File: src/design/link_pkg.sv
/*
 * framing constants and vector types shared by the serial link receive path
 * lane frames, handshake heads and the redundant sequence field
 * imported by the lane receivers, the data FSM, the assembler and the top
 */
`default_nettype none

package link_pkg;

	// sync word that opens every lane frame
	localparam int SYNC_BITS = 8;
	localparam logic [SYNC_BITS-1:0] SYNC_WORD = 8'h7e;

	// data lane frame after the sync word
	// useful bits come first and the trailing check bits are dropped
	localparam int LANE_DATA_BITS = 22;
	localparam int CHECK_BITS = 8;
	localparam int LANE_FRAME_BITS = LANE_DATA_BITS + CHECK_BITS;

	// handshake lane frame length
	localparam int HEAD_BITS = 8;

	// four parallel data wires
	localparam int DATA_LANES = 4;

	// seq number is sent four times over and decided by vote
	localparam int SEQ_BITS = 4;

	typedef logic [SYNC_BITS-1:0] sync_t;
	typedef logic [LANE_DATA_BITS-1:0] lane_data_t;
	typedef logic [LANE_FRAME_BITS-1:0] lane_frame_t;
	typedef logic [SEQ_BITS-1:0] seq_field_t;
	typedef logic [3:0] rx_count_t;

	// pid of the handshake head arrives first on the wire
	typedef struct packed {
		logic pid;
		logic pid_n;
		logic [HEAD_BITS-3:0] spare;
	} hnd_head_t;

endpackage

`default_nettype wire

File: src/design/board_pkg.sv
/*
 * board contents carried by one data packet
 * tile encoding, reduced board size and the 88-bit packet layout
 * lane 0 carries the top quarter of the packet
 */
`default_nettype none

package board_pkg;

	localparam int TILE_BITS = 4;
	localparam int BOARD_ROWS = 4;
	localparam int BOARD_COLS = 4;
	localparam int NEXT_PIECES = 3;

	// board outputs reset to blank so it must stay 0
	typedef enum logic [TILE_BITS-1:0] {
		BLANK = 4'd0,
		I_PIECE, O_PIECE, T_PIECE, S_PIECE, Z_PIECE, J_PIECE, L_PIECE
	} tile_t;

	typedef logic [3:0] garbage_t;
	typedef tile_t [BOARD_ROWS-1:0][BOARD_COLS-1:0] board_t;
	typedef tile_t [NEXT_PIECES-1:0] queue_t;

	// 4 + 4 + 4 + 12 + 64 = 88 bits fill four lane payloads
	typedef struct packed {
		link_pkg::seq_field_t seq;
		garbage_t garbage;
		tile_t hold;
		queue_t queue;
		board_t playfield;
	} board_pkt_t;

endpackage

`default_nettype wire

File: src/design/lane_receiver.sv
/*
 * receiver for one serial lane sampled once per clk
 * hunts for the sync word and then shifts in PAYLOAD_BITS bits MSB first
 * done and the frame stay put until arm drops, which sends it back to hunting
 */
`timescale 1ns/1ps
`default_nettype none

module lane_receiver
	import link_pkg::*;
#(
	parameter int PAYLOAD_BITS = LANE_FRAME_BITS
) (
	input  logic clk,
	input  logic rst_l,
	input  logic arm,
	input  logic serial_in,
	output logic [PAYLOAD_BITS-1:0] frame,
	output logic done
);

	localparam int CNT_W = $clog2(PAYLOAD_BITS);

	typedef enum logic [1:0] {
		HUNT,
		SHIFT,
		HOLD
	} lane_state_t;

	lane_state_t state;
	sync_t window;
	sync_t next_window;
	logic [CNT_W-1:0] bit_cnt;

	// window as it will look after this sample
	assign next_window = {window[SYNC_BITS-2:0], serial_in};

	always_ff @(posedge clk or negedge rst_l) begin
		if (!rst_l) begin
			state <= HUNT;
			window <= '0;
			bit_cnt <= '0;
		end else if (!arm) begin
			// forget any partial sync and start over
			state <= HUNT;
			window <= '0;
			bit_cnt <= '0;
		end else begin
			case (state)
				HUNT: begin
					window <= next_window;
					if (next_window == SYNC_WORD) begin
						state <= SHIFT;
						bit_cnt <= '0;
					end
				end
				SHIFT: begin
					bit_cnt <= bit_cnt + 1'b1;
					// last payload bit lands this edge
					if (bit_cnt == CNT_W'(PAYLOAD_BITS - 1))
						state <= HOLD;
				end
				HOLD: begin
					// wait for the disarm
					state <= HOLD;
				end
				default: state <= HUNT;
			endcase
		end
	end

	// payload shift register moves only while shifting
	always_ff @(posedge clk) begin
		if (arm && state == SHIFT)
			frame <= {frame[PAYLOAD_BITS-2:0], serial_in};
	end

	// high the cycle after the last bit
	assign done = (state == HOLD);

endmodule

`default_nettype wire

File: src/design/data_rx_fsm.sv
/*
 * control for the four data lanes
 * keeps them armed while a game runs and drops arm for one cycle
 * once every lane holds a frame, so the next frame set can be hunted
 */
`timescale 1ns/1ps
`default_nettype none

module data_rx_fsm
	import link_pkg::*;
(
	input  logic clk,
	input  logic rst_l,
	input  logic game_active,
	input  logic [DATA_LANES-1:0] lane_done,
	output logic lane_arm
);

	typedef enum logic [1:0] {
		IDLE,
		LISTEN,
		CLEAR
	} rx_state_t;

	rx_state_t state;
	logic frame_set_done;

	// all lanes finished their frame
	assign frame_set_done = &lane_done;

	always_ff @(posedge clk or negedge rst_l) begin
		if (!rst_l) begin
			state <= IDLE;
		end else begin
			case (state)
				IDLE: if (game_active) state <= LISTEN;
				LISTEN: begin
					if (!game_active)
						state <= IDLE;
					else if (frame_set_done)
						state <= CLEAR;
				end
				// single cycle with arm low
				CLEAR: state <= game_active ? LISTEN : IDLE;
				default: state <= IDLE;
			endcase
		end
	end

	assign lane_arm = (state == LISTEN);

endmodule

`default_nettype wire

File: src/design/packet_assembler.sv
/*
 * rebuilds the board packet from the four lane frames
 * votes the redundant sequence bits and accepts only the expected sequence
 * on accept loads the opponent outputs and pulses update and ack for one cycle
 */
`timescale 1ns/1ps
`default_nettype none

module packet_assembler
	import link_pkg::*;
	import board_pkg::*;
(
	input  logic clk,
	input  logic rst_l,
	input  lane_frame_t lane_frames [DATA_LANES],
	input  logic [DATA_LANES-1:0] lane_done,
	output logic send_ack,
	output logic ack_seq,
	output logic update_opponent_data,
	output garbage_t opponent_garbage,
	output tile_t opponent_hold,
	output queue_t opponent_queue,
	output board_t opponent_playfield,
	output rx_count_t packets_received
);

	lane_data_t lane_data [DATA_LANES];
	board_pkt_t pkt;
	logic frame_set_done;
	logic done_q1;
	logic done_q2;
	logic done_rise;
	logic [2:0] seq_ones;
	logic seq_voted;
	logic exp_seq;
	logic accept;

	// strip the trailing check bits
	always_comb begin
		for (int i = 0; i < DATA_LANES; i++)
			lane_data[i] = lane_frames[i][LANE_FRAME_BITS-1 -: LANE_DATA_BITS];
	end

	// lane 0 is the top quarter
	assign pkt = {lane_data[0], lane_data[1], lane_data[2], lane_data[3]};

	assign frame_set_done = &lane_done;

	// two stages so the pulse lands 2 cycles after the last bit
	always_ff @(posedge clk or negedge rst_l) begin
		if (!rst_l) begin
			done_q1 <= 1'b0;
			done_q2 <= 1'b0;
		end else begin
			done_q1 <= frame_set_done;
			done_q2 <= done_q1;
		end
	end

	assign done_rise = done_q1 & ~done_q2;

	// a 2-2 tie in the majority of four counts as 1
	assign seq_ones = 3'(pkt.seq[0]) + 3'(pkt.seq[1]) + 3'(pkt.seq[2]) + 3'(pkt.seq[3]);
	assign seq_voted = (seq_ones >= 3'd2);

	assign accept = done_rise && (seq_voted == exp_seq);

	always_ff @(posedge clk or negedge rst_l) begin
		if (!rst_l) begin
			exp_seq <= 1'b0;
			packets_received <= '0;
			send_ack <= 1'b0;
			update_opponent_data <= 1'b0;
			opponent_garbage <= '0;
			opponent_hold <= BLANK;
			opponent_queue <= '{default: BLANK};
			opponent_playfield <= '{default: BLANK};
		end else begin
			// pulses clear themselves unless a new packet is accepted
			send_ack <= accept;
			update_opponent_data <= accept;
			if (accept) begin
				exp_seq <= ~exp_seq;
				packets_received <= packets_received + 1'b1;
				opponent_garbage <= pkt.garbage;
				opponent_hold <= pkt.hold;
				opponent_queue <= pkt.queue;
				opponent_playfield <= pkt.playfield;
			end
		end
	end

	// sender echoes the seq it expects next
	assign ack_seq = exp_seq;

endmodule

`default_nettype wire

File: src/design/opponent_receiver.sv
/*
 * receive side of the board link with four data lanes and a handshake lane
 * top level for the opponent board path and the ack detector
 * outputs hold the last accepted opponent board
 */
`timescale 1ns/1ps
`default_nettype none

module opponent_receiver
	import link_pkg::*;
	import board_pkg::*;
(
	input  logic clk,
	input  logic rst_l,
	input  logic game_active,
	input  logic serial_in_h,
	input  logic [DATA_LANES-1:0] serial_in,
	output logic send_ack,
	output logic ack_seq,
	output logic update_opponent_data,
	output garbage_t opponent_garbage,
	output tile_t opponent_hold,
	output queue_t opponent_queue,
	output board_t opponent_playfield,
	output rx_count_t packets_received,
	output logic ack_received
);

	logic lane_arm;
	logic [DATA_LANES-1:0] lane_done;
	lane_frame_t lane_frames [DATA_LANES];

	logic hnd_arm;
	logic hnd_done;
	logic hnd_done_q1;
	logic hnd_done_q2;
	hnd_head_t hnd_head;

	data_rx_fsm i_data_fsm (
		.clk(clk),
		.rst_l(rst_l),
		.game_active(game_active),
		.lane_done(lane_done),
		.lane_arm(lane_arm)
	);

	// all data wire receivers share one arm
	for (genvar i = 0; i < DATA_LANES; i++) begin : g_data_lane
		lane_receiver #(.PAYLOAD_BITS(LANE_FRAME_BITS)) i_lane_rx (
			.clk(clk),
			.rst_l(rst_l),
			.arm(lane_arm),
			.serial_in(serial_in[i]),
			.frame(lane_frames[i]),
			.done(lane_done[i])
		);
	end

	lane_receiver #(.PAYLOAD_BITS(HEAD_BITS)) i_hnd_rx (
		.clk(clk),
		.rst_l(rst_l),
		.arm(hnd_arm),
		.serial_in(serial_in_h),
		.frame(hnd_head),
		.done(hnd_done)
	);

	packet_assembler i_assembler (
		.clk(clk),
		.rst_l(rst_l),
		.lane_frames(lane_frames),
		.lane_done(lane_done),
		.send_ack(send_ack),
		.ack_seq(ack_seq),
		.update_opponent_data(update_opponent_data),
		.opponent_garbage(opponent_garbage),
		.opponent_hold(opponent_hold),
		.opponent_queue(opponent_queue),
		.opponent_playfield(opponent_playfield),
		.packets_received(packets_received)
	);

	// handshake lane drops arm only in the first done cycle
	// head stays in the frame register until the next sync
	assign hnd_arm = game_active & ~(hnd_done & ~hnd_done_q1);

	// two-stage done edge puts the ack 2 cycles after the last bit
	always_ff @(posedge clk or negedge rst_l) begin
		if (!rst_l) begin
			hnd_done_q1 <= 1'b0;
			hnd_done_q2 <= 1'b0;
			ack_received <= 1'b0;
		end else begin
			hnd_done_q1 <= hnd_done;
			hnd_done_q2 <= hnd_done_q1;
			// ack head is pid 1 and pid_n 0
			ack_received <= hnd_done_q1 & ~hnd_done_q2 & hnd_head.pid & ~hnd_head.pid_n;
		end
	end

endmodule

`default_nettype wire

File: config.mk
export PLATFORM = sky130hd
export DESIGN_NAME = opponent_receiver
export DESIGN_NICKNAME = d
export VERILOG_FILES = /design/src/design/link_pkg.sv /design/src/design/board_pkg.sv /design/src/design/lane_receiver.sv /design/src/design/data_rx_fsm.sv /design/src/design/packet_assembler.sv /design/src/design/opponent_receiver.sv
export SDC_FILE = /design/constraint.sdc
export NUM_CORES = 1
export LEC_CHECK = 0
export ABC_AREA = 1
export ABC_CLOCK_PERIOD_IN_PS = 2200
export BUFFER_PORTS_ARGS = -buffer_cell sky130_fd_sc_hd__clkbuf_2
export CAP_MARGIN = 40
export CORE_MARGIN = 2
export CORE_UTILIZATION = 45
export CTS_CLUSTER_SIZE = 10
export DETAILED_ROUTE_END_ITERATION = 8
export GPL_TIMING_DRIVEN = 0
export HOLD_SLACK_MARGIN = 0.05
export PLACE_DENSITY = 0.65
export SYNTH_ARGS = -nofsm -noshare
export SYNTH_HDL_FRONTEND = slang
export SYNTH_HIERARCHICAL = 1
export SYNTH_SLANG_ARGS = --single-unit
File: constraint.sdc
create_clock -name clk -period 2.2 [get_ports clk]
set_input_delay 0.22 -clock clk [delete_from_list [all_inputs] [get_ports clk]]
set_output_delay 0.22 -clock clk [all_outputs]
set_load 0.01 [all_outputs]
# After elaboration in Yosys (flattened, before gate mapping)
# Index checks and enable logic that the tools add are counted.
# word_totals
in_bits	8
register_bits	293
word_cells	191
output_inout_bits	92
# op_classes
n_eq_ne	45
magnitude_cmp	1
bitwise_logic	12
muxes	50
addsub	9
reduce_logical	24
# ops
op	n
7-bit 2-to-1 mux	10
8-bit by 7-bit == test with 1-bit output, second input constant	5
5-bit 2-to-1 mux	8
5-bit one-hot mux with 2 select lines	4
2-bit 2-to-1 mux	18
2-bit one-hot mux with 3 select lines	6
2-bit AND reduction	11
3-bit by 2-bit != test with 1-bit output, second input constant	7
5-bit by 1-bit adder with 5-bit output, second input constant	4
5-bit == test, second input constant	4
3-bit != test, second input constant	6
2-bit by 1-bit == test with 1-bit output, second input constant	6
2-bit == test, second input constant	6
2-bit logical NOT	6
3-bit by 1-bit != test with 1-bit output, second input constant	3
3-bit by 1-bit adder with 3-bit output	2
1-bit bitwise AND	6
1-bit logical AND	6
3-bit 2-to-1 mux	2
2-bit by 1-bit != test with 1-bit output, second input constant	3
2-bit != test, second input constant	3
1-bit inverter	6
3-bit one-hot mux with 2 select lines	1
4-bit by 1-bit adder with 4-bit output, second input constant	1
7 further kinds	7

# Longest topological paths before layout
# Gate-level depths: netlist (run 1).
# logic_depth
depth_word	6
ltp_mapped	11
depth_no_buf	10

# Cells and area by module
# The synthesis (run 1) kept the hierarchy.
# by_module_without_submodules
module	area_per_inst_um2	cells_per_inst	instances	seq_area_each_um2
lane_receiver at g_data_lane[0].i_lane_rx ...	1666.6	126	4	1251.2
packet_assembler	3701.0	411	1	2302.2
lane_receiver at i_hnd_rx	857.1	83	1	540.5
data_rx_fsm	116.4	17	1	50.0
opponent_receiver	110.1	11	1	75.1

# Worst setup path before layout (run 1)
# OpenSTA, ideal clock, no wires.
# synth_path
path_type	register -> register
from	register i_data_fsm.state[1]
to	register g_data_lane[0].i_lane_rx.state[1]
slack_ns	0.002
t_required_ns	2.082
setup_ns	0.118
arrival_ns	2.080
stages_incl_launch_ff	9
period_less_slack_ns	2.198
path_buffers	0
path_cell_list	dfrtp_1 -> inv_1 -> nand2_2 -> inv_1 -> nand2_1 -> inv_1 -> o21ai_0 -> nand3b_1 -> nand2_1
# synth_between
elab_chain_cells	3
word_cells_on_any_way	5
classes_between	3 x eq/ne; 1 x mux; 1 x reduce/logical
# synth_rtl
element	line	text
start: declaration	data_rx_fsm.sv:25	rx_state_t state;
start signal: assignment	data_rx_fsm.sv:44	CLEAR: state <= game_active ? LISTEN : IDLE;
2-bit by 1-bit == test with 1-bit output (*)	data_rx_fsm.sv:50	assign lane_arm = (state == LISTEN);
named net lane_arm	opponent_receiver.sv:29	logic lane_arm;
3-bit != test (no source line)	-	
2-bit AND reduction (no source line)	-	
end signal: assignment	lane_receiver.sv:61	state <= HOLD;
end signal: assignment	lane_receiver.sv:65	state <= HOLD;
end signal: assignment	lane_receiver.sv:67	default: state <= HUNT;
end: declaration	lane_receiver.sv:30	lane_state_t state;
# The timed path passes the listed nets; every way through them passes the cells marked *.
# A chain may end at the register's enable or synchronous reset.

# Final worst setup path (run 1)
# layout_path
from	register g_data_lane[0].i_lane_rx.frame[26]
to	register, netlist name i_assembler/opponent_playfield[22]
# layout_between
elab_chain_cells	6
# layout_rtl
element	line	text
start: declaration	lane_receiver.sv:18	output logic [PAYLOAD_BITS-1:0] frame,
start signal: assignment	lane_receiver.sv:75	frame <= {frame[PAYLOAD_BITS-2:0], serial_in};
1-bit by 1-bit adder with 2-bit output	packet_assembler.sv:63	assign seq_ones = 3'(pkt.seq[0]) + 3'(pkt.seq[1]) + 3'(pkt.seq[2]) + 3'(pkt.seq[3]);
3-bit by 1-bit adder with 3-bit output (2 in a row)	packet_assembler.sv:63	
3-bit by 2-bit >= comparator with 1-bit output	packet_assembler.sv:64	assign seq_voted = (seq_ones >= 3'd2);
1-bit == test	packet_assembler.sv:66	assign accept = done_rise && (seq_voted == exp_seq);
1-bit logical AND	packet_assembler.sv:66	
# Every way passes these cells.

==> results by stage, run 1 <==
Placed design:
- The HPWL reported at the end of detailed placement is 14400 um.
- Routability-driven placement finished with a final weighted congestion of 0.803.
- The post-placement cell area is 0.0125 sq mm.
- In this run the tool buffered the top-level ports with 99 buffer cells.
- Prior to clock tree synthesis, the placed netlist has a worst setup slack of -0.345 ns.

Clock tree:
- The clock-pin slew on the worst setup and hold paths is 0.06 ns.
- The total CTS buffers is 35.
- The library cell used as clock root buffer is sky130_fd_sc_hd__clkbuf_16.
- The longest clock path from root to sink contains 3 buffers.
- The later pin in the worst-skew pair is clocked with a latency of 0.50 ns.
- The H-tree was split into 2 levels.
- The CTS tree is built.
- The count of clock tree sinks is 293.

Pwr:
- The analysis attributes to cell leakage a power of 6.44 nW.
- Dividing total power by cell area gives a power density of 1010 mW/mm^2.
- Across the VDD grid, the largest voltage drop is 513 uV.

Finish:
- The final layout net count is 1216.
- Measured on the finished design, the core utilization comes to 54.5%.
- Cells with a size suffix above 1 make up 17.6% of the layout.
- The post-layout instance area is 0.0137 sq mm.
- Across the whole layout, storage elements account for 0.00797 sq mm.
- Summing all multi-input logic gate instances after layout gives 0.00292 sq mm.
- The layout overhead on the synthesized area is 19.5%.
- The number of filler cells placed in the layout is 2179.
- The repair_antennas step left the layout with diodes totalling 0.

Critical path:
- The startpoint of the worst-slack reg-to-reg timing path is g_data_lane[0].i_lane_rx/frame[26]$_DFFE_PP_.
- At the worst endpoint, the required time is 2.58 ns.
- The critical path is of the reg2reg type.
- The slack of the worst reg-to-reg path is 0.13 ns.
- Along the worst path, the maximum fanout reaches 10.
- The worst path buffer plus inverter count is 2.
- The element type at the critical path start is a register.
- The path depth of the worst reg2reg path is 9.
- Traced cell by cell, the critical path runs through fa_1, nand2_1, nand2_1, nand2_1, nand3_4, clkbuf_4, buf_6, nand2_1, nand2_1.
- The worst stage delay on the critical path is 0.48 ns.
- STA puts the critical path data arrival time at 2.45 ns.
- STA classifies the critical path endpoint as a register.
- In this design, the largest share of critical-path delay is due to simple AND/OR/NAND/NOR gates.
- The most frequent cell on the critical path is sky130_fd_sc_hd__nand2_1.
- On the critical path, the stage with the largest delay is an instance of sky130_fd_sc_hd__fa_1.
- The worst flop-to-flop path endpoint is i_assembler/opponent_playfield[22]$_DFFE_PN0P_.

Hold path:
- The endpoint with the worst hold slack is i_data_fsm/state[1]$_DFFE_PN0P_.
- The origin of the worst min-delay path is game_active.
- In this run the worst hold path is classified as in2reg.
- The hold-critical path depth is 5.

Synth:
- By area the synthesized netlist is led by sky130_fd_sc_hd__dfrtp_1 36%, sky130_fd_sc_hd__edfxtp_1 34%, sky130_fd_sc_hd__nand2_1 10%.
- The number of nets handed over by synthesis was 1061.
- The most used flip-flop cell after synthesis is sky130_fd_sc_hd__dfrtp_1.
- The number of enable-type register cells in the synthesized netlist is 128.
- The most used standard cell by instance count after synthesis is sky130_fd_sc_hd__nand2_1.
- The adder-cell share of the synthesized area is 3.02%.
- The top-area cell type share of the netlist area is 36.1%.
- During synthesis, Yosys emitted a total of 6 warnings.
- The post-synthesis instance area is 0.0115 sq mm.
- After synthesis, the most frequently instantiated cells are 319 x sky130_fd_sc_hd__nand2_1, 165 x sky130_fd_sc_hd__dfrtp_1, 132 x sky130_fd_sc_hd__nand3_1.
- The synthesized netlist devotes 19.8% of its cell area to simple gates.
- Of all flip-flops after synthesis, the portion carrying an async set or reset was 56.3%.
- The count of state elements after synthesis is 293.
- The dominant cell type by area after synthesis is sky130_fd_sc_hd__dfrtp_1.
- The synthesized netlist devotes 2.21% of its cell area to compound gates.
- In the synthesized netlist, mux cells make up 0% of the area.
- The number of different library cells used by synthesis comes to 31.
- Summing the areas of all xor and xnor instances in the mapped netlist gives 0.382% of the synthesized area.
- By area, the combinational part of the netlist is dominated by simple AND/OR/NAND/NOR gates.
- The cell count after synthesis came out at 1026.
- The average instance area after synthesis is 11.2 sq um.
- For this run, the register share of the synthesized area comes to 69.6%.

Floorplan:
- 100 I/O pins were placed.
- The floorplan step defined a die boundary enclosing 0.0267 sq mm.
- The y dimension of the die is 164 um.
- In this run the horizontal extent of the chip is 164 um.
- The core footprint is 0.0251 sq mm.
- The starting density of the core is 45.6%.
- The placement row count is 58.

STA:
- Across all hold checks on the routed design, the worst slack comes to 0.0676 ns.
- The count of final max-slew check failures was 0.
- Dividing the final minimum period by the clock period gives 94.0%.
- The remaining max-slew budget at the tightest pin is 42.8%.
- The final period demand of the worst path is 2.07 ns.
- The pin slew with the least headroom to its limit is 0.858 ns.
- The final hold violation count is 0.
- Across the routed clock network, the largest skew measured is 0.0139 ns.
- Derived from the worst setup path, the maximum achievable clock frequency is 484 MHz.
- After layout, the worst setup slack is 0.132 ns.
- Setup repair after global routing left no endpoint under its margin.
- The number of failing setup endpoints in the final timing report is 0.

Global routing:
- The global-route congestion overflow total is 0.
- Entering global routing, the biggest net connects 102 pins.
- The first global-routing pass estimated 36200 um of wire.
- The number of antenna violations at the first check in global routing is 0.
- The via count of the first global-routing pass is 7330.
- Global routing used 16.7% of the available tracks across all layers.

Routing:
- The final layout contains routed wiring with a total length of 21800 um.
- The number of iterations in the first detailed-routing pass is 5.
- The number of remaining DRC errors is 0.
- The detailed router's first-iteration violation count is 536.
- Dividing the detail-routed wire length by the instance count gives 14.2 um.
- Summing over every cut layer, the via total after detailed routing is 7463.
- Dividing the detail-routed via count by the number of cells gives 4.86.
- The count of nets left with antenna violations once routing finished came out at 0.

Job:
- Max-cap violations in this run came to 0.

Outcome:
- The run finished with clean final reports.
routing by layer:
layer	wire length (um)	vias up	share of wire [%]	global-route usage, %
li1	-	3687	-	-
met1	10500	3611	48	24.0
met2	9970	134	46	26.3
met3	958	31	4.4	3.28
met4	344	0	1.6	3.95
met5	0	-	0	0
layout make-up:
class / count / share of cell area (%)
Buffer: 32 / 1.40
Clock buffer: 60 / 7.32
Clock inverter: 3 / 0.219
Inverter: 101 / 2.88
Multi-Input combinational cell: 600 / 21.3
Sequential cell: 293 / 58.3
Tap cell: 330 / 3.02
Timing Repair Buffer: 118 / 5.57
logic make-up (layout without fill, tap and decap cells):
logic type | count (synthesis) | after routing
fa+ha+maj | 27 | 27
compound gates | 41 | 41
flops | 293 | 293
simple gates | 527 | 527
xor+xnor | 5 | 5
buf+inv | 133 | 314
worst max path at each step:
stage / startpoint / endpoint / slack, ns / cells past startpoint
floorplan: i_data_fsm/state[1]$_DFFE_PN0P_ / g_data_lane[0].i_lane_rx/state[1]$_DFFE_PN0P_ / 0.002 / 8
global placement: rst_l / i_hnd_rx/window[3]$_DFFE_PN0P_ / -2.28 / 1
detailed placement: i_data_fsm/state[1]$_DFFE_PN0P_ / g_data_lane[3].i_lane_rx/state[1]$_DFFE_PN0P_ / -0.34 / 9
CTS: g_data_lane[0].i_lane_rx/frame[26]$_DFFE_PP_ / i_assembler/opponent_playfield[26]$_DFFE_PN0P_ / 0.03 / 9
global route: g_data_lane[0].i_lane_rx/frame[26]$_DFFE_PP_ / i_assembler/opponent_hold[3]$_DFFE_PN0P_ / 0.001 / 8
finish: g_data_lane[0].i_lane_rx/frame[26]$_DFFE_PP_ / i_assembler/opponent_playfield[22]$_DFFE_PN0P_ / 0.13 / 9
worst reg2reg max path: stages (launching register included):
cell and delay (ns):
sky130_fd_sc_hd__edfxtp_1 0.42, sky130_fd_sc_hd__fa_1 0.48, sky130_fd_sc_hd__nand2_1 0.11, sky130_fd_sc_hd__nand2_1 0.10
sky130_fd_sc_hd__nand2_1 0.12, sky130_fd_sc_hd__nand3_4 0.18, sky130_fd_sc_hd__clkbuf_4 0.26, sky130_fd_sc_hd__buf_6 0.17
sky130_fd_sc_hd__nand2_1 0.06, sky130_fd_sc_hd__nand2_1 0.05
stage by stage:
step / cells / setup TNS (ns) / power (mW)
after floorplan: 1026 / 0 / 8.04
after global placement: 1455 / -417.29 / 8.55
after detailed placement: 1460 / -6.05 / 8.68
after CTS: 1533 / 0 / 14.0
after global routing: 1537 / 0 / 14.5
final: 1537 / 0 / 13.8
flip-flops by register name, summed over array words and instances (netlist names):
name	flops
i_assembler/opponent_hold	4
ack_received	1
g_data_lane.i_lane_rx/state	8
i_assembler/done_q2	1
i_assembler/done_q1	1
hnd_done_q2	1
i_data_fsm/state	2
g_data_lane.i_lane_rx/bit_cnt	20
g_data_lane.i_lane_rx/window	28
i_assembler/ack_seq	1
hnd_done_q1	1
i_assembler/opponent_playfield	64
i_hnd_rx/frame	8
i_assembler/packets_received	4
i_assembler/opponent_garbage	4
i_assembler/opponent_queue	12
g_data_lane.i_lane_rx/frame	120
i_hnd_rx/window	7
i_assembler/update_opponent_data	1
i_hnd_rx/bit_cnt	3
i_hnd_rx/state	2
where the power goes:
group          total (mW)  switching [mW]  leakage [nW]  internal, mW
clock network        5.17            2.08         0.493          3.09
logic                1.86            1.24          2.48         0.616
registers            6.79           0.317          3.46          6.47
total                13.8            3.64          6.44          10.2
cell usage in the layout, fill, tap and decap left out, types with 5 or more instances in the layout:
| cell type | count |
|---|---|
| sky130_fd_sc_hd__inv_2 | 12 |
| sky130_fd_sc_hd__buf_6 | 5 |
| sky130_fd_sc_hd__nand3_1 | 132 |
| sky130_fd_sc_hd__o22ai_1 | 35 |
| sky130_fd_sc_hd__nand2_1 | 319 |
| sky130_fd_sc_hd__nand4_1 | 5 |
| sky130_fd_sc_hd__clkbuf_16 | 36 |
| sky130_fd_sc_hd__nor2_1 | 40 |
| sky130_fd_sc_hd__dfrtp_1 | 165 |
| sky130_fd_sc_hd__nand2_2 | 7 |
| sky130_fd_sc_hd__buf_4 | 11 |
| sky130_fd_sc_hd__ha_1 | 26 |
| sky130_fd_sc_hd__clkbuf_1 | 32 |
| sky130_fd_sc_hd__inv_1 | 85 |
| sky130_fd_sc_hd__clkbuf_2 | 99 |
| sky130_fd_sc_hd__edfxtp_1 | 128 |
| sky130_fd_sc_hd__dlygate4sd3_1 | 6 |
| sky130_fd_sc_hd__nor2_2 | 7 |
| sky130_fd_sc_hd__buf_2 | 11 |
timing repair:
action / CTS / global route
setup buffers: 4 / 4
resized for setup: 3 / 5
hold buffers: 6 / 0
hold endpoints to repair: 110 / 0
setup endpoints to repair: 60 / 25
Power figures use the tool's default switching activity.
==> inputs of run 2 (changes only) <==
--- a/config.mk
+++ b/config.mk
@@ -9,13 +9,14 @@
 export ABC_CLOCK_PERIOD_IN_PS = 2200
 export BUFFER_PORTS_ARGS = -buffer_cell sky130_fd_sc_hd__clkbuf_2
 export CAP_MARGIN = 40
+export CORE_ASPECT_RATIO = 1.2
 export CORE_MARGIN = 2
 export CORE_UTILIZATION = 45
 export CTS_CLUSTER_SIZE = 10
 export DETAILED_ROUTE_END_ITERATION = 8
 export GPL_TIMING_DRIVEN = 0
 export HOLD_SLACK_MARGIN = 0.05
-export PLACE_DENSITY = 0.65
+export PLACE_DENSITY = 0.62
 export SYNTH_ARGS = -nofsm -noshare
 export SYNTH_HDL_FRONTEND = slang
 export SYNTH_HIERARCHICAL = 1
==> run 2 against run 1 <==
  * Cell area fell by 0.34%
  * Cell count fell by 0.85%
  * Register-to-register slack improved by 0.03 ns
  * First-iteration DRC count fell by 29%
  * Wire length rose by 2.7%
  * Hold slack improved by 0.0035 ns
  * Critical path depth did not move
  * Critical path type unchanged
  * Highest routed layer unchanged
==> results by stage, run 2 (same netlist as run 1, synthesis figures left out) <==
Outcome:
- Run status: finished clean (unchanged).

Finish:
- The post-layout instance area is 0.0136 sq mm (was 0.0137 sq mm).
- The register containing the most flip-flops in the final layout was g_data_lane.i_lane_rx/frame (unchanged).
- Most frequent cells in the layout: 319 x sky130_fd_sc_hd__nand2_1, 165 x sky130_fd_sc_hd__dfrtp_1, 132 x sky130_fd_sc_hd__nand3_1, 128 x sky130_fd_sc_hd__edfxtp_1, 101 x sky130_fd_sc_hd__clkbuf_2 (was 319 x sky130_fd_sc_hd__nand2_1, 165 x sky130_fd_sc_hd__dfrtp_1, 132 x sky130_fd_sc_hd__nand3_1, 128 x sky130_fd_sc_hd__edfxtp_1, 99 x sky130_fd_sc_hd__clkbuf_2).
- The final layout net count is 1213 (was 1216).
- The commonest non-fill, non-tap cell in the layout is sky130_fd_sc_hd__nand2_1 (unchanged).
- The total inserted antenna cells is 0 (unchanged).
- The area taken by flip-flops and latches came to 0.00797 sq mm (unchanged).
- The flip-flop count of the largest register after layout is 120 (unchanged).
- Biggest registers after layout: g_data_lane.i_lane_rx/frame: 120 flops, i_assembler/opponent_playfield: 64 flops, g_data_lane.i_lane_rx/window: 28 flops (unchanged).
- The multi-input logic area is 0.00291 sq mm (was 0.00292 sq mm).
- The non-filler instance count after layout came to 1524 (was 1537).
- The layout overhead on the synthesized area is 19.1% (was 19.5%).
- The number of filler cells placed in the layout was 2151 (was 2179).
- The share of layout cells above drive strength 1 is 17.7% (was 17.6%).

Global routing:
- The global-route congestion overflow total came to 0 (unchanged).
- The pin count of the biggest net entering global routing was 88 (was 102).
- The number of antenna violations at the first check in global routing is 0 (unchanged).
- The global-route wire length before repair is 36700 um (was 36200 um).
- The via count of the first global-routing pass is 7447 (was 7330).
- The overall track demand over capacity in global routing is 17.1% (was 16.7%).

Routing:
- The number of remaining DRC errors is 0 (unchanged).
- The count of antenna-violating nets left after detailed routing is 0 (unchanged).
- The per-cell via count in the routed design came to 4.95 (was 4.86).
- The number of iterations in the first detailed-routing pass came to 5 (unchanged).
- The via count of the routed design is 7541 (was 7463).
- The total wire length is 22400 um (was 21800 um).
- The detailed router's first-iteration violation count was 381 (was 536).
- The routed wire length per instance is 14.7 um (was 14.2 um).

Hold path:
- The origin of the worst min-delay path is game_active (unchanged).
- The class of the tightest hold or removal check is in2reg (unchanged).
- The hold-critical path depth is 5 (unchanged).

STA:
- The smallest setup slack after layout is 0.163 ns (was 0.132 ns).
- The clock tree skew after final layout is 0.0176 ns (was 0.0139 ns).
- The number of failing setup endpoints in the final timing report is 0 (unchanged).
- The final period demand of the worst path is 2.04 ns (was 2.07 ns).
- The remaining max-slew budget at the tightest pin is 50.8% (was 42.8%).
- The share of the clock period used by the worst path is 92.6% (was 94.0%).
- The pin slew with the least headroom to its limit is 0.738 ns (was 0.858 ns).
- The maximum clock rate is 491 MHz (was 484 MHz).
- Setup repair after global routing missed its margin: false (unchanged).
- The count of final max-slew check failures is 0 (unchanged).
- The final hold violation count is 0 (unchanged).
- The setup TNS is 0 ns (unchanged).

Clock tree:
- The total number of H-tree levels is 2 (unchanged).
- The count of clock tree sinks is 293 (unchanged).
- The number of buffers on the longest clock path came to 3 (unchanged).
- The library cell used as clock root buffer was sky130_fd_sc_hd__clkbuf_16 (unchanged).
- The total CTS buffers came to 35 (unchanged).
- The CTS tree is built (unchanged).
- The clock insertion delay at the later pin of the skew report came to 0.51 ns (was 0.50 ns).
- The clock-pin slew on the worst setup and hold paths is 0.06 ns (about the same).

Placed design:
- The HPWL reported at the end of detailed placement is 14600 um (was 14400 um).
- The number of placed cells counting well taps is 1455 (was 1460).
- The pre-CTS setup slack came to -0.207 ns (was -0.345 ns).
- The final weighted congestion in routability-driven placement is 0.770 (was 0.803).
- The post-placement cell area was 0.0125 sq mm (about the same).
- The number of buffers added on ports was 99 (unchanged).

Job:
- The number of max-cap violations is 0 (unchanged).

Critical path:
- The peak fanout along the critical path is 10 (unchanged).
- The arrival time reported for the critical path endpoint is 2.48 ns (was 2.45 ns).
- The endpoint required time on the critical path is 2.64 ns (was 2.58 ns).
- The origin of the worst setup path is g_data_lane[0].i_lane_rx/frame[26]$_DFFE_PP_ (unchanged).
- The path depth of the worst reg2reg path is 9 (unchanged).
- The category of the worst setup path capture point is a register (unchanged).
- The category of the most critical setup path is reg2reg (unchanged).
- The element type at the critical path start is a register (unchanged).
- The startpoint of the worst-slack reg-to-reg timing path was g_data_lane[0].i_lane_rx/frame[26]$_DFFE_PP_ (unchanged).

Pwr:
- The power density over cell area is 1010 mW/mm^2 (about the same).
- The maximum resistive drop on vdd is 618 uV (was 513 uV).
- The overall power after layout was 13.8 mW (about the same).
- The static leakage is 6.42 nW (was 6.44 nW).

Floorplan:
- The number of placed I/O pins is 100 (unchanged).
- The core footprint is 0.0248 sq mm (was 0.0251 sq mm).
- The starting density of the core is 46.1% (was 45.6%).
- The placement row count is 63 (was 58).
- The y dimension of the die is 179 um (was 164 um).
- The overall die width was 150 um (was 164 um).
- The floorplan die area came to 0.0267 sq mm (about the same).
## run 2: per-stage QoR
step	hold WS, ns	utilization, %
2_1_floorplan	-0.0756	-
3_3_place_gp	0.375	49.8
3_5_place_dp	0.338	50.3
4_1_cts	0.0553	54.7
5_1_grt	0.0832	54.9
6_report	0.0711	54.9
## run 2: layout make-up
| cell class | count | share of cell area (%) |
|---|---|---|
| flip-flops and latches | 293 | 58.5 |
| multi-input cells | 600 | 21.4 |
| clock buffers | 55 | 7.28 |
| repair buffers | 115 | 5.42 |
| well taps | 325 | 2.98 |
| inverters | 101 | 2.89 |
| plain buffers | 32 | 1.40 |
| clock inverters | 3 | 0.211 |
## run 2: power breakdown
part           switching (mW)  internal, mW  total (mW)
combinational            1.23         0.603        1.83
clock                    2.10          3.09        5.19
sequential              0.325          6.47        6.80
## run 2: worst paths after layout
path / slack, ns / endpoint
setup / recovery: 0.16 / i_assembler/opponent_playfield[29]$_DFFE_PN0P_
min in group asynchronous: 0.34 / i_assembler/opponent_queue[6]$_DFFE_PN0P_
setup reg to reg: 0.16 / i_assembler/opponent_playfield[29]$_DFFE_PN0P_
hold reg to reg: 0.37 / i_assembler/done_q2$_DFF_PN0_
hold / removal: 0.07 / i_data_fsm/state[1]$_DFFE_PN0P_
max in group asynchronous: 1.00 / ack_received$_DFF_PN0_
## run 2: worst max-delay path, cell delays in order (launching register included)
cell,delay (ns)
sky130_fd_sc_hd__edfxtp_1,0.42
sky130_fd_sc_hd__fa_1,0.55
sky130_fd_sc_hd__nand2_1,0.08
sky130_fd_sc_hd__nand2_1,0.11
sky130_fd_sc_hd__nand2_1,0.07
sky130_fd_sc_hd__nand3_2,0.16
sky130_fd_sc_hd__buf_2,0.28
sky130_fd_sc_hd__buf_6,0.18
sky130_fd_sc_hd__nand2_1,0.07
sky130_fd_sc_hd__nand2_1,0.06
## run 2: repair_timing
action / in CTS / in global routing
hold buffers: 6 / 0
setup endpoints to repair: 24 / 80
cloned: 0 / 0
pin swaps: 0 / 0
buffers inserted: 0 / 5
hold endpoints to repair: 96 / 0
gates resized for setup: 3 / 7
## run 2: metal layers
metal  share of wire (%)  vias up  global-route usage [%]
li1                    -     3675                       -
met1                  46     3658                    23.4
met2                  47      164                    28.1
met3                 4.5       44                    2.65
met4                 2.3        0                    5.83
met5                   0        -                       0
